**src/common/tracker_cfg_pkg.sv**
```systemverilog
`default_nettype none

package tracker_cfg_pkg;

	////////////////////////////////////////
	// Bus and datapath widths
	////////////////////////////////////////

	// Byte-wide bus, word-sized address
	localparam int ADDR_W = 32;
	// Pixel coordinates, both axes
	localparam int COORD_W = 10;
	// Accumulators and latched totals
	localparam int SUM_W = 32;

	////////////////////////////////////////
	// Buffer layout
	////////////////////////////////////////

	// Source frame buffer, video-in side
	localparam logic [ADDR_W-1:0] VIDEO_IN_BASE = 32'h0800_0000;
	// Destination frame buffer, VGA side
	localparam logic [ADDR_W-1:0] VGA_BASE = '0;

	// Row pitches as powers of two
	localparam int IN_ROW_SHIFT = 9;
	localparam int VGA_ROW_SHIFT = 10;

	// Quadrant offsets in the VGA buffer
	localparam int GREEN_Y_OFS = 240;
	localparam int BOX_X_OFS = 320;

	// Overlay colors, RGB332
	localparam logic [7:0] MARK_GREEN = 8'hff;
	localparam logic [7:0] MARK_BOX = 8'h1c;

endpackage

`default_nettype wire

```
**src/common/pixel_pkg.sv**
```systemverilog
`default_nettype none

package pixel_pkg;

	////////////////////////////////////////
	// RGB332 pixel layout
	////////////////////////////////////////

	localparam int PIX_W = 8;

	// Field widths, MSB to LSB order
	localparam int RED_W = 3;
	localparam int GREEN_W = 3;
	localparam int BLUE_W = 2;

	// One pixel byte
	// Raw view goes straight to VGA, field view feeds the bounds compare
	typedef union packed {
		logic [PIX_W-1:0] raw;
		struct packed {
			logic [RED_W-1:0] red;
			logic [GREEN_W-1:0] green;
			logic [BLUE_W-1:0] blue;
		} rgb;
	} pixel_t;

endpackage

`default_nettype wire

```
**src/tracker/video_bus_master.sv**
```systemverilog
`timescale 1ns/1ps
`default_nettype none

module video_bus_master
	import tracker_cfg_pkg::*;
	import pixel_pkg::*;
#(
	parameter int FRAME_W = 320,
	parameter int FRAME_H = 240,
	parameter int PACE_BITS = 2
) (
	input wire logic CLOCK2_50,
	input wire logic rst_n,
	input wire logic scan_en,
	output logic [ADDR_W-1:0] bus_addr,
	output logic bus_read,
	output logic bus_write,
	output logic [PIX_W-1:0] bus_write_data,
	input wire logic bus_ack,
	input wire logic [PIX_W-1:0] bus_read_data,
	output logic pix_valid,
	output pixel_t pix,
	output logic [COORD_W-1:0] pix_x,
	output logic [COORD_W-1:0] pix_y,
	input wire logic wr_req,
	input wire logic [ADDR_W-1:0] wr_addr,
	input wire logic [PIX_W-1:0] wr_data
);

	// Bus phases
	localparam logic [1:0] ST_IDLE = 2'd0;
	localparam logic [1:0] ST_READ = 2'd1;
	localparam logic [1:0] ST_WAIT_WR = 2'd2;
	localparam logic [1:0] ST_WRITE = 2'd3;

	logic [1:0] state;
	// Pacing timer, only its zero phase matters
	logic [PACE_BITS-1:0] timer;
	// Next pixel to fetch
	logic [COORD_W-1:0] scan_x;
	logic [COORD_W-1:0] scan_y;
	logic [ADDR_W-1:0] rd_addr;
	logic rd_start;
	logic x_last;
	logic y_last;

	////////////////////////////////////////
	// Scan address and start condition
	////////////////////////////////////////

	// Source buffer, row pitch 2**IN_ROW_SHIFT
	assign rd_addr = VIDEO_IN_BASE + ADDR_W'(scan_x) + (ADDR_W'(scan_y) << IN_ROW_SHIFT);
	// Idle, enabled and on a pacing slot
	assign rd_start = (state == ST_IDLE) && scan_en && (timer == '0);

	assign x_last = (scan_x == COORD_W'(FRAME_W - 1));
	assign y_last = (scan_y == COORD_W'(FRAME_H - 1));

	////////////////////////////////////////
	// Control state
	////////////////////////////////////////

	always_ff @(posedge CLOCK2_50) begin
		if (!rst_n) begin
			state <= ST_IDLE;
			timer <= '0;
			scan_x <= '0;
			scan_y <= '0;
			bus_read <= 1'b0;
			bus_write <= 1'b0;
			pix_valid <= 1'b0;
		end else begin
			timer <= timer + 1'b1;
			// Strobe lasts one cycle
			pix_valid <= 1'b0;
			case (state)
				ST_IDLE: begin
					if (rd_start) begin
						bus_read <= 1'b1;
						state <= ST_READ;
					end
				end
				ST_READ: begin
					// Hold the request until the ack
					if (bus_ack) begin
						bus_read <= 1'b0;
						pix_valid <= 1'b1;
						state <= ST_WAIT_WR;
						// Raster advance, wrap at frame edge
						if (x_last) begin
							scan_x <= '0;
							scan_y <= y_last ? '0 : scan_y + 1'b1;
						end else begin
							scan_x <= scan_x + 1'b1;
						end
					end
				end
				ST_WAIT_WR: begin
					// Overlay stage answers with one write
					if (wr_req) begin
						bus_write <= 1'b1;
						state <= ST_WRITE;
					end
				end
				default: begin
					if (bus_ack) begin
						bus_write <= 1'b0;
						state <= ST_IDLE;
					end
				end
			endcase
		end
	end

	////////////////////////////////////////
	// Address, data and captured pixel
	////////////////////////////////////////

	always_ff @(posedge CLOCK2_50) begin
		if (rd_start) begin
			bus_addr <= rd_addr;
		end
		if (state == ST_WAIT_WR && wr_req) begin
			bus_addr <= wr_addr;
			bus_write_data <= wr_data;
		end
		// Byte and its position go down the pipe together
		if (state == ST_READ && bus_ack) begin
			pix.raw <= bus_read_data;
			pix_x <= scan_x;
			pix_y <= scan_y;
		end
	end

endmodule

`default_nettype wire

```
**src/tracker/pixel_classify.sv**
```systemverilog
`timescale 1ns/1ps
`default_nettype none

module pixel_classify
	import tracker_cfg_pkg::*;
	import pixel_pkg::*;
#(
	parameter int FRAME_W = 320,
	parameter int FRAME_H = 240
) (
	input wire logic CLOCK2_50,
	input wire logic rst_n,
	input wire logic pix_valid,
	input wire pixel_t pix,
	input wire logic [COORD_W-1:0] pix_x,
	input wire logic [COORD_W-1:0] pix_y,
	input wire logic [RED_W-1:0] red_min,
	input wire logic [RED_W-1:0] red_max,
	input wire logic [GREEN_W-1:0] green_min,
	input wire logic [GREEN_W-1:0] green_max,
	input wire logic [BLUE_W-1:0] blue_min,
	input wire logic [BLUE_W-1:0] blue_max,
	input wire logic [COORD_W-1:0] box_cx,
	input wire logic [COORD_W-1:0] box_cy,
	input wire logic [COORD_W-1:0] box_r,
	output logic cls_valid,
	output pixel_t cls_pix,
	output logic [COORD_W-1:0] cls_x,
	output logic [COORD_W-1:0] cls_y,
	output logic is_green,
	output logic is_box,
	output logic frame_last
);

	logic match;
	logic [COORD_W-1:0] box_l;
	logic [COORD_W-1:0] box_r_edge;
	logic [COORD_W-1:0] box_t;
	logic [COORD_W-1:0] box_b;
	logic in_x_span;
	logic in_y_span;
	logic on_box;
	logic last_pix;

	////////////////////////////////////////
	// Color bounds
	////////////////////////////////////////

	// Red and green inclusive
	// Blue exclusive on both ends, as on the board
	assign match = (pix.rgb.red >= red_min) && (pix.rgb.red <= red_max) &&
		(pix.rgb.green >= green_min) && (pix.rgb.green <= green_max) &&
		(pix.rgb.blue > blue_min) && (pix.rgb.blue < blue_max);

	////////////////////////////////////////
	// Box outline
	////////////////////////////////////////

	// Square edges, wrap in COORD_W like the coordinates
	assign box_l = box_cx - box_r;
	assign box_r_edge = box_cx + box_r;
	assign box_t = box_cy - box_r;
	assign box_b = box_cy + box_r;

	assign in_x_span = (pix_x >= box_l) && (pix_x <= box_r_edge);
	assign in_y_span = (pix_y >= box_t) && (pix_y <= box_b);

	// Vertical edges need the row span, horizontal edges the column span
	assign on_box = ((pix_x == box_l || pix_x == box_r_edge) && in_y_span) ||
		((pix_y == box_t || pix_y == box_b) && in_x_span);

	// Bottom-right pixel closes the frame
	assign last_pix = (pix_x == COORD_W'(FRAME_W - 1)) && (pix_y == COORD_W'(FRAME_H - 1));

	////////////////////////////////////////
	// Output register
	////////////////////////////////////////

	always_ff @(posedge CLOCK2_50) begin
		if (!rst_n) begin
			cls_valid <= 1'b0;
		end else begin
			cls_valid <= pix_valid;
		end
	end

	// Flags ride with the pixel
	always_ff @(posedge CLOCK2_50) begin
		if (pix_valid) begin
			cls_pix <= pix;
			cls_x <= pix_x;
			cls_y <= pix_y;
			is_green <= match;
			is_box <= on_box;
			frame_last <= last_pix;
		end
	end

endmodule

`default_nettype wire

```
**src/tracker/frame_stats.sv**
```systemverilog
`timescale 1ns/1ps
`default_nettype none

module frame_stats
	import tracker_cfg_pkg::*;
(
	input wire logic CLOCK2_50,
	input wire logic rst_n,
	input wire logic cls_valid,
	input wire logic is_green,
	input wire logic [COORD_W-1:0] cls_x,
	input wire logic [COORD_W-1:0] cls_y,
	input wire logic frame_last,
	output logic [SUM_W-1:0] green_total,
	output logic [SUM_W-1:0] x_sum_total,
	output logic [SUM_W-1:0] y_sum_total,
	output logic frame_done
);

	// Running sums for the frame in progress
	logic [SUM_W-1:0] green_cnt;
	logic [SUM_W-1:0] x_acc;
	logic [SUM_W-1:0] y_acc;

	// Sums with the current pixel folded in
	logic [SUM_W-1:0] green_nxt;
	logic [SUM_W-1:0] x_nxt;
	logic [SUM_W-1:0] y_nxt;

	always_comb begin
		green_nxt = green_cnt;
		x_nxt = x_acc;
		y_nxt = y_acc;
		// Only matching pixels count
		if (is_green) begin
			green_nxt = green_cnt + 1'b1;
			x_nxt = x_acc + SUM_W'(cls_x);
			y_nxt = y_acc + SUM_W'(cls_y);
		end
	end

	////////////////////////////////////////
	// Accumulate and latch
	////////////////////////////////////////

	always_ff @(posedge CLOCK2_50) begin
		if (!rst_n) begin
			green_cnt <= '0;
			x_acc <= '0;
			y_acc <= '0;
			green_total <= '0;
			x_sum_total <= '0;
			y_sum_total <= '0;
			frame_done <= 1'b0;
		end else begin
			frame_done <= 1'b0;
			if (cls_valid) begin
				if (frame_last) begin
					// Last pixel included, then start over
					green_total <= green_nxt;
					x_sum_total <= x_nxt;
					y_sum_total <= y_nxt;
					green_cnt <= '0;
					x_acc <= '0;
					y_acc <= '0;
					frame_done <= 1'b1;
				end else begin
					green_cnt <= green_nxt;
					x_acc <= x_nxt;
					y_acc <= y_nxt;
				end
			end
		end
	end

endmodule

`default_nettype wire

```
**src/tracker/overlay_write.sv**
```systemverilog
`timescale 1ns/1ps
`default_nettype none

module overlay_write
	import tracker_cfg_pkg::*;
	import pixel_pkg::*;
(
	input wire logic CLOCK2_50,
	input wire logic rst_n,
	input wire logic cls_valid,
	input wire pixel_t cls_pix,
	input wire logic [COORD_W-1:0] cls_x,
	input wire logic [COORD_W-1:0] cls_y,
	input wire logic is_green,
	input wire logic is_box,
	output logic wr_req,
	output logic [ADDR_W-1:0] wr_addr,
	output logic [PIX_W-1:0] wr_data
);

	// Quadrant offsets for this pixel
	logic [ADDR_W-1:0] x_ofs;
	logic [ADDR_W-1:0] y_ofs;
	logic [PIX_W-1:0] byte_sel;
	// Final position in the VGA buffer
	logic [ADDR_W-1:0] dst_x;
	logic [ADDR_W-1:0] dst_y;
	logic [ADDR_W-1:0] dst_addr;

	////////////////////////////////////////
	// Quadrant and color select
	////////////////////////////////////////

	always_comb begin
		// Plain copy to the upper-left quadrant
		x_ofs = '0;
		y_ofs = '0;
		byte_sel = cls_pix.raw;
		if (is_green) begin
			// Match wins over the outline
			y_ofs = ADDR_W'(GREEN_Y_OFS);
			byte_sel = MARK_GREEN;
		end else if (is_box) begin
			// Outline drawn in the upper-right quadrant
			x_ofs = ADDR_W'(BOX_X_OFS);
			byte_sel = MARK_BOX;
		end
	end

	////////////////////////////////////////
	// Destination address
	////////////////////////////////////////

	// Offsets first, then the row shift
	assign dst_x = ADDR_W'(cls_x) + x_ofs;
	assign dst_y = ADDR_W'(cls_y) + y_ofs;
	assign dst_addr = VGA_BASE + dst_x + (dst_y << VGA_ROW_SHIFT);

	////////////////////////////////////////
	// Write request
	////////////////////////////////////////

	always_ff @(posedge CLOCK2_50) begin
		if (!rst_n) begin
			wr_req <= 1'b0;
		end else begin
			// One request per classified pixel
			wr_req <= cls_valid;
		end
	end

	always_ff @(posedge CLOCK2_50) begin
		if (cls_valid) begin
			wr_addr <= dst_addr;
			wr_data <= byte_sel;
		end
	end

endmodule

`default_nettype wire

```
**src/color_tracker_top.sv**
```systemverilog
`timescale 1ns/1ps
`default_nettype none

module color_tracker_top
	import tracker_cfg_pkg::*;
	import pixel_pkg::*;
#(
	parameter int FRAME_W = 320,
	parameter int FRAME_H = 240,
	parameter int PACE_BITS = 2
) (
	input wire logic CLOCK2_50,
	input wire logic rst_n,
	input wire logic scan_en,
	// Color bounds from the processor
	input wire logic [RED_W-1:0] red_min,
	input wire logic [RED_W-1:0] red_max,
	input wire logic [GREEN_W-1:0] green_min,
	input wire logic [GREEN_W-1:0] green_max,
	input wire logic [BLUE_W-1:0] blue_min,
	input wire logic [BLUE_W-1:0] blue_max,
	// Box geometry
	input wire logic [COORD_W-1:0] box_cx,
	input wire logic [COORD_W-1:0] box_cy,
	input wire logic [COORD_W-1:0] box_r,
	// Bus master side
	output logic [ADDR_W-1:0] bus_addr,
	output logic bus_read,
	output logic bus_write,
	output logic [PIX_W-1:0] bus_write_data,
	input wire logic bus_ack,
	input wire logic [PIX_W-1:0] bus_read_data,
	// Frame statistics
	output logic [SUM_W-1:0] green_total,
	output logic [SUM_W-1:0] x_sum_total,
	output logic [SUM_W-1:0] y_sum_total,
	output logic frame_done
);

	////////////////////////////////////////
	// Stage links
	////////////////////////////////////////

	// Fetch to classify
	logic pix_valid;
	pixel_t pix;
	logic [COORD_W-1:0] pix_x;
	logic [COORD_W-1:0] pix_y;

	// Classify to overlay and stats
	logic cls_valid;
	pixel_t cls_pix;
	logic [COORD_W-1:0] cls_x;
	logic [COORD_W-1:0] cls_y;
	logic is_green;
	logic is_box;
	logic frame_last;

	// Overlay back to the bus master
	logic wr_req;
	logic [ADDR_W-1:0] wr_addr;
	logic [PIX_W-1:0] wr_data;

	// Scan, pacing and bus phases
	video_bus_master #(
		.FRAME_W(FRAME_W),
		.FRAME_H(FRAME_H),
		.PACE_BITS(PACE_BITS)
	) u_video_bus_master (
		.CLOCK2_50(CLOCK2_50), .rst_n(rst_n), .scan_en(scan_en),
		.bus_addr(bus_addr), .bus_read(bus_read), .bus_write(bus_write),
		.bus_write_data(bus_write_data), .bus_ack(bus_ack), .bus_read_data(bus_read_data),
		.pix_valid(pix_valid), .pix(pix), .pix_x(pix_x), .pix_y(pix_y),
		.wr_req(wr_req), .wr_addr(wr_addr), .wr_data(wr_data)
	);

	// Threshold and outline tests
	pixel_classify #(
		.FRAME_W(FRAME_W),
		.FRAME_H(FRAME_H)
	) u_pixel_classify (
		.CLOCK2_50(CLOCK2_50), .rst_n(rst_n),
		.pix_valid(pix_valid), .pix(pix), .pix_x(pix_x), .pix_y(pix_y),
		.red_min(red_min), .red_max(red_max),
		.green_min(green_min), .green_max(green_max),
		.blue_min(blue_min), .blue_max(blue_max),
		.box_cx(box_cx), .box_cy(box_cy), .box_r(box_r),
		.cls_valid(cls_valid), .cls_pix(cls_pix), .cls_x(cls_x), .cls_y(cls_y),
		.is_green(is_green), .is_box(is_box), .frame_last(frame_last)
	);

	// Centroid side branch
	frame_stats u_frame_stats (
		.CLOCK2_50(CLOCK2_50), .rst_n(rst_n),
		.cls_valid(cls_valid), .is_green(is_green),
		.cls_x(cls_x), .cls_y(cls_y), .frame_last(frame_last),
		.green_total(green_total), .x_sum_total(x_sum_total),
		.y_sum_total(y_sum_total), .frame_done(frame_done)
	);

	// Destination address and byte
	overlay_write u_overlay_write (
		.CLOCK2_50(CLOCK2_50), .rst_n(rst_n),
		.cls_valid(cls_valid), .cls_pix(cls_pix), .cls_x(cls_x), .cls_y(cls_y),
		.is_green(is_green), .is_box(is_box),
		.wr_req(wr_req), .wr_addr(wr_addr), .wr_data(wr_data)
	);

endmodule

`default_nettype wire

```
**config.mk**
```make
export PLATFORM = sky130hd
export DESIGN_NAME = color_tracker_top
export DESIGN_NICKNAME = d
export VERILOG_FILES = /design/src/common/tracker_cfg_pkg.sv /design/src/common/pixel_pkg.sv /design/src/tracker/video_bus_master.sv /design/src/tracker/pixel_classify.sv /design/src/tracker/frame_stats.sv /design/src/tracker/overlay_write.sv /design/src/color_tracker_top.sv
export SDC_FILE = /design/constraint.sdc
export NUM_CORES = 1
export LEC_CHECK = 0
export BUFFER_PORTS_ARGS = -buffer_cell sky130_fd_sc_hd__buf_4
export CORE_MARGIN = 5
export CORE_UTILIZATION = 54
export DETAILED_ROUTE_END_ITERATION = 6
export GPL_ROUTABILITY_DRIVEN = 0
export HOLD_SLACK_MARGIN = 0.05
export PLACE_DENSITY = 0.79
export SLEW_MARGIN = 20
export SYNTH_ARGS = -nofsm -noshare
export SYNTH_HDL_FRONTEND = slang
export SYNTH_SLANG_ARGS = --single-unit
```
**constraint.sdc**
```tcl
create_clock -name CLOCK2_50 -period 3.4 [get_ports CLOCK2_50]
set_clock_uncertainty 0.05 [all_clocks]
set_input_delay 0.17 -clock CLOCK2_50 [delete_from_list [all_inputs] [get_ports CLOCK2_50]]
set_output_delay 0.17 -clock CLOCK2_50 [all_outputs]
set_load 0.01 [all_outputs]
```
==> load_flow_metrics.sql, run 1 <==
INSERT INTO impl_metrics (metric_group, metric, value, unit) VALUES
('min_path', 'worstHoldPathCells', '5', ''),
('placed_design', 'place_inst', '2539', ''),
('drt', 'wirelength', '49.7', 'mm'),
('synthesis', 'netlist_instances', '1971', ''),
('synthesis', 'seq_area_frac_synth', '43.4', '%'),
('synthesis', 'yosysUniqueCellTypes', '84', ''),
('synthesis', 'postSynth.asyncResetShare', '0', '%'),
('drt', 'detail_route.drc_violations', '0', ''),
('sta', 'period_minus_slack', '3.06', 'ns'),
('finish', 'fillerInstances', '2634', ''),
('synthesis', 'ys_dominant_reg_cell', 'sky130_fd_sc_hd__dfxtp_1', ''),
('critical_path', 'timing.critical_path.slowest_stage_cell', 'sky130_fd_sc_hd__edfxtp_1', ''),
('cts', 'clock_sink_count', '342', ''),
('drt', 'postRouteAntennaNets', '0', ''),
('sta', 'fin_tns_setup', '0', 'ns'),
('min_path', 'hold_wc_startpoint', 'scan_en', ''),
('placed_design', 'pre_cts_slack', '-0.00208', 'ns'),
('critical_path', 'path_max_fanout', '6', ''),
('min_path', 'min_path_type', 'input port to flop', ''),
('global_route', 'grt_antenna_before_repair', '0', ''),
('pwr', 'vdd_drop_max', '0.000340', 'V'),
('die', 'total_core_area', '33700', 'µm²'),
('critical_path', 'startpoint_type', 'flop', ''),
('finish', 'number_of_nets_at_the_end_of_the_flow', '2333', ''),
('sta', 'final_count_of_negative_setup_slack_endpoints', '0', ''),
('critical_path', 'timing.reg2reg.setup_slack', '0.34', 'ns'),
('cts', 'cts.htree.levels', '2', ''),
('die', 'initial_core_util', '55.0', '%'),
('critical_path', 'kind_of_capture_point_of_the_worst_setup_path', 'flop', ''),
('global_route', 'overflow', '0', ''),
('critical_path', 'cpPeakStageDelay', '0.48', 'ns'),
('critical_path', 'critPathArrivalTime', '3.26', 'ns'),
('synthesis', 'ys_warn_count', '0', ''),
('critical_path', 'regToRegStartpoint', 'u_pixel_classify.is_box', ''),
('finish', 'layout-drive-gt1-share', '14.8', '%'),
('cts', 'post_cts.repair.setup_buffers', '0', ''),
('sta', 'worst_slew_margin_rel', '40.7', '%'),
('drt', 'drtIter0Drc', '1489', ''),
('synthesis', 'post_synth.cell_area_avg', '9.40', 'µm²'),
('critical_path', 'cp.required', '3.60', 'ns'),
('die', 'io_pins', '197', ''),
('sta', 'maxClockFrequency', '327', 'MHz'),
('flow_run', 'cap_violations', '0', ''),
('cts', 'clock_tree.root_cell', 'sky130_fd_sc_hd__clkbuf_16', ''),
('drt', 'route.detailed.vias_per_inst', '6.06', ''),
('sta', 'fin_crit_sh', '89.9', '%'),
('pwr', 'powerDensity', '470', 'nW/µm²'),
('finish', 'fin_util', '64.2', '%'),
('synthesis', 'netlist_area', '18500', 'µm²'),
('critical_path', 'worstPathBufferInverterCount', '2', ''),
('synthesis', 'synth.top_cells.by_area', 'sky130_fd_sc_hd__dfxtp_1 (24%), sky130_fd_sc_hd__edfxtp_1 (19%), sky130_fd_sc_hd__ha_1 (8.7%)', ''),
('sta', 'rsz0062_at_grt', 'no', ''),
('drt', 'wl_per_cell', '19.0', 'µm'),
('die', 'placementRows', '67', ''),
('status', 'status', 'completed', ''),
('cts', 'holdBufCountCts', '10', ''),
('drt', 'drt_first_pass_iters', '6', ''),
('global_route', 'grt_first_pass_wirelength', '79.5', 'mm'),
('finish', 'instances_no_fill', '2612', ''),
('cts', 'post_cts_resized', '0', ''),
('die', 'chipWidth', '195', 'µm'),
('global_route', 'overall_global_routing_resource_usage', '25.0', '%'),
('global_route', 'number_of_global_route_vias_before_repair', '15264', ''),
('synthesis', 'netlist.area_leader.share', '24.0', '%'),
('critical_path', 'most_frequent_cell_on_the_critical_path', 'sky130_fd_sc_hd__ha_1', ''),
('synthesis', 'synth_enable_flop_cells', '120', ''),
('cts', 'cts.clk_slew.worst_paths', '0.06', 'ns'),
('cts', 'number_of_buffers_created_by_cts', '36', ''),
('critical_path', 'reg2reg_to', 'u_overlay_write.wr_addr[20]', ''),
('cts', 'clk_latency', '0.52', 'ns'),
('drt', 'detailroute.via_count', '15832', '');
placed cells by master (no fill, tap or decap), drive strengths merged, types with 10 or more instances in the layout:
cell type / Yosys / final
ha: 129 / 129
nand2: 129 / 129
clkbuf: 80 / 46
clkinv: 0 / 13
a22oi: 13 / 13
nor3: 39 / 39
o21ai: 163 / 163
inv: 79 / 80
a211oi: 34 / 34
nand4: 37 / 37
mux2: 11 / 11
nor2b: 17 / 17
dfxtp: 222 / 222
nor2: 162 / 162
o21bai: 13 / 13
nand3: 66 / 66
a31oi: 47 / 47
a21oi: 128 / 128
xnor2: 88 / 88
mux2i: 19 / 19
or3: 23 / 23
a311oi: 13 / 13
nand2b: 20 / 20
edfxtp: 120 / 120
o21a: 15 / 15
and4: 14 / 14
and3: 39 / 39
dlygate4sd3: 0 / 10
conb: 1 / 10
xor2: 54 / 54
a21o: 22 / 22
o31ai: 17 / 17
and2: 14 / 14
buf: 32 / 223
nor4: 19 / 19
layout make-up:
cell class	count	area (µm²)	share of cell area, %
multi-input cells	1447	9740	45.0
flip-flops and latches	342	8050	37.2
repair buffers	233	1810	8.37
clock buffers	46	1030	4.76
well taps	448	561	2.59
inverters	79	297	1.37
clock inverters	17	159	0.734
state kept, by name, indices dropped and copies added, names as in the netlist, 22 cells and up:
| register | flops |
|---|---|
| u_frame_stats.green_cnt | 32 |
| u_frame_stats.green_total | 32 |
| u_frame_stats.x_acc | 32 |
| u_frame_stats.x_sum_total | 32 |
| u_frame_stats.y_acc | 32 |
| u_frame_stats.y_sum_total | 32 |
| u_video_bus_master.bus_addr | 23 |
| u_overlay_write.wr_addr | 22 |
stage by stage:
step / power, mW / cell area, µm² / hold WS [ns]
after floorplan: 5.67 / 18600 / 0.219
after global placement: 6.17 / 20400 / 0.300
after detailed placement: 6.25 / 20400 / 0.300
after CTS: 10.2 / 21700 / 0.0539
after global routing: 10.6 / 21700 / 0.110
final: 10.2 / 21700 / 0.0721
logic make-up (layout without fill, tap and decap cells):
| kind of cell | count (synthesis) | in the layout | synth area share [%] |
|---|---|---|---|
| other | 1 | 10 | 0.0202 |
| adders and majority gates | 136 | 136 | 9.47 |
| DFF | 342 | 342 | 43.4 |
| muxes | 30 | 30 | 1.70 |
| buffers and inverters | 191 | 375 | 4.15 |
| AOI/OAI and AO/OA | 530 | 530 | 17.9 |
| xor gates and xnor gates | 142 | 142 | 6.71 |
| and+or+nand+nor | 599 | 599 | 16.6 |
worst min-delay path, delay by kind of cell:
family | cells | cell delay [ns]
buf+inv | 1 | 0.11
simple gates | 2 | 0.14
compound gates | 2 | 0.18
metal layers:
layer | global-route usage (%) | up-vias | wire length, µm
met5 | 0 | - | 0
met4 | 9.08 | 0 | 1820
met3 | 3.76 | 132 | 3610
met2 | 43.3 | 626 | 24200
met1 | 31.8 | 7546 | 20100
li1 | - | 7528 | -
how the worst max path moves through the flow:
stage	start	end	slack, ns	cells past startpoint
after floorplan	u_pixel_classify.is_green	u_overlay_write.wr_addr[20]	0.02	16
after global placement	box_r[1]	u_pixel_classify.is_box	0.14	17
after detailed placement	box_r[1]	u_pixel_classify.is_box	-0.002	17
after CTS	u_pixel_classify.is_box	u_overlay_write.wr_addr[20]	0.33	14
after global routing	box_r[1]	u_pixel_classify.is_box	0.17	17
final	u_pixel_classify.is_box	u_overlay_write.wr_addr[20]	0.34	14
power by group:
group | internal, mW | switching, mW | leakage, nW
sequential | 4.47 | 0.158 | 2.89
clock | 2.36 | 1.61 | 0.597
combinational | 0.663 | 0.909 | 5.02
total | 7.50 | 2.67 | 8.51
No activity file was read; power rests on OpenSTA's default activity.
==> run 2, diff against run 1 <==
--- a/config.mk
+++ b/config.mk
@@ -6,10 +6,11 @@
 export NUM_CORES = 1
 export LEC_CHECK = 0
 export BUFFER_PORTS_ARGS = -buffer_cell sky130_fd_sc_hd__buf_4
-export CORE_MARGIN = 5
+export CAP_MARGIN = 20
 export CORE_UTILIZATION = 54
 export DETAILED_ROUTE_END_ITERATION = 6
 export GPL_ROUTABILITY_DRIVEN = 0
+export GPL_TIMING_DRIVEN = 1
 export HOLD_SLACK_MARGIN = 0.05
 export PLACE_DENSITY = 0.79
 export SLEW_MARGIN = 20
==> run 2 against run 1 <==
  * Sequential power hardly changed
  * Non-clock buffer count is 4 lower
  * Critical endpoint unchanged
  * Die area is 8.0% lower
==> load_flow_metrics.sql, run 2 (synthesis results as in run 1) <==
INSERT INTO impl_metrics (metric_group, metric, value, unit) VALUES
('sta', 'slew_viol_final', '0', ''),
('sta', 'period_minus_slack', '3.08', 'ns'),
('cts', 'tritoncts', 'yes', ''),
('drt', 'detail_route.drc_violations', '0', ''),
('sta', 'layout_setup_ws', '0.315', 'ns'),
('critical_path', 'startpoint_type', 'flop', ''),
('placed_design', 'place.detailed.hpwl', '34.5', 'mm'),
('global_route', 'overall_global_routing_resource_usage', '27.0', '%'),
('cts', 'clock_sink_count', '342', ''),
('drt', 'drtIter0Drc', '1412', ''),
('cts', 'number_of_buffers_created_by_cts', '35', ''),
('placed_design', 'pre_cts_slack', '0.00979', 'ns'),
('drt', 'route.detailed.vias_per_inst', '6.03', ''),
('drt', 'detailroute.via_count', '15735', ''),
('critical_path', 'path_max_fanout', '6', ''),
('sta', 'fin_crit_sh', '90.7', '%'),
('sta', 'worst_slew_margin_rel', '23.0', '%'),
('pwr', 'power.leakage', '8.48', 'nW'),
('pwr', 'design_power_total', '10.2', 'mW'),
('sta', 'final_count_of_negative_setup_slack_endpoints', '0', ''),
('global_route', 'grt_antenna_before_repair', '0', ''),
('global_route', 'grt_start_max_net_pins', '70', ''),
('cts', 'cts.clk_slew.worst_paths', '0.06', 'ns'),
('drt', 'wirelength', '48.2', 'mm'),
('drt', 'postRouteAntennaNets', '0', ''),
('min_path', 'min_path_type', 'input port to flop', ''),
('placed_design', 'placement.cell_area', '20300', 'µm²'),
('die', 'dieArea', '35000', 'µm²'),
('flow_run', 'cap_violations', '0', ''),
('die', 'total_core_area', '33600', 'µm²'),
('critical_path', 'worstSetupPathType', 'flop to flop', ''),
('sta', 'fin_tns_setup', '0', 'ns'),
('cts', 'max-clock-path-buffers', '3', ''),
('finish', 'commonest_non_fill_non_tap_cells_in_the_layout', 'sky130_fd_sc_hd__dfxtp_1 (221), sky130_fd_sc_hd__buf_4 (217), sky130_fd_sc_hd__nor2_1 (160), sky130_fd_sc_hd__o21ai_0 (158)', ''),
('die', 'die-height', '187', 'µm'),
('cts', 'clk_latency', '0.51', 'ns'),
('sta', 'maxClockFrequency', '324', 'MHz'),
('pwr', 'powerDensity', '473', 'nW/µm²'),
('die', 'initial_core_util', '55.1', '%'),
('die', 'io_pins', '197', ''),
('cts', 'clock_tree.root_cell', 'sky130_fd_sc_hd__clkbuf_16', ''),
('global_route', 'overflow', '0', ''),
('critical_path', 'cp.required', '3.60', 'ns'),
('finish', 'antenna_cells', '0', ''),
('critical_path', 'critPathArrivalTime', '3.29', 'ns'),
('finish', 'area_growth', '16.8', '%'),
('critical_path', 'kind_of_capture_point_of_the_worst_setup_path', 'flop', ''),
('sta', 'holdWs', '0.0649', 'ns'),
('drt', 'wl_per_cell', '18.5', 'µm'),
('cts', 'cts.htree.levels', '2', ''),
('die', 'chipWidth', '187', 'µm'),
('cts', 'post_cts.repair.setup_buffers', '0', ''),
('status', 'status', 'completed', ''),
('global_route', 'number_of_global_route_vias_before_repair', '15114', ''),
('sta', 'rsz0062_at_grt', 'no', ''),
('finish', 'number_of_nets_at_the_end_of_the_flow', '2328', ''),
('global_route', 'grt_first_pass_wirelength', '77.5', 'mm'),
('sta', 'worst_slew_pin_slew', '1.15', 'ns'),
('finish', 'postLayoutCellArea', '21600', 'µm²'),
('drt', 'drt_first_pass_iters', '5', ''),
('finish', 'layout-drive-gt1-share', '14.5', '%'),
('pwr', 'vdd_drop_max', '0.000274', 'V'),
('die', 'placementRows', '67', ''),
('placed_design', 'port_buffers', '187', ''),
('finish', 'layout.cells.most_common', 'sky130_fd_sc_hd__dfxtp_1', ''),
('sta', 'timing.final.hold_violations', '0', '');
run 2: layout make-up:
type | count | area, µm²
inverter | 79 | 297
tap | 448 | 561
clock inverter | 12 | 163
clock buffer | 51 | 1050
sequential | 342 | 8050
timing repair buffer | 229 | 1780
multi-input combinational | 1447 | 9740
fill | 2683 | 12000
run 2: per-stage QoR:
step,instances,util (%)
after floorplan,1980,-
after global placement,2536,60.5
after detailed placement,2536,60.5
after CTS,2608,64.4
after global routing,2608,64.4
final,2608,64.4
run 2: worst max-delay path: stages (launching register included):
cell                        delay (ns)
sky130_fd_sc_hd__edfxtp_1         0.43
sky130_fd_sc_hd__inv_1            0.17
sky130_fd_sc_hd__nor2_1           0.35
sky130_fd_sc_hd__ha_1             0.35
sky130_fd_sc_hd__a21oi_1          0.18
sky130_fd_sc_hd__nor2b_1          0.08
sky130_fd_sc_hd__ha_1             0.21
sky130_fd_sc_hd__ha_1             0.21
sky130_fd_sc_hd__and3_1           0.21
sky130_fd_sc_hd__and3_1           0.20
sky130_fd_sc_hd__and2_1           0.17
sky130_fd_sc_hd__o2111ai_1        0.09
sky130_fd_sc_hd__o21ai_0          0.13
run 2: where the power goes:
group          leakage [nW]  switching, mW  internal [mW]
registers              2.89          0.155           4.47
logic                  4.99          0.916          0.658
clock network         0.589           1.59           2.45
run 2: layer usage:
layer  track usage [%]  routed length, µm
met5                 0                  0
met4              11.4               1800
met3              3.28               3050
met2              46.4              23400
met1              34.3              19900
run 2: repair_timing:
item / CTS / global route
hold buffers: 9 / 0
resized for setup: 0 / 0
endpoints found under the hold margin: 12 / 0
run 2: path summary, 6_finish.rpt:
check                                         end  slack [ns]  cells after the start                  startpoint
max                   u_overlay_write.wr_addr[20]        0.32                     12     u_pixel_classify.is_box
min                       u_frame_stats.x_acc[22]        0.06                      2                       rst_n
max reg2reg           u_overlay_write.wr_addr[20]        0.32                     12     u_pixel_classify.is_box
min reg2reg  u_video_bus_master.bus_write_data[2]        0.37                      0  u_overlay_write.wr_data[2]
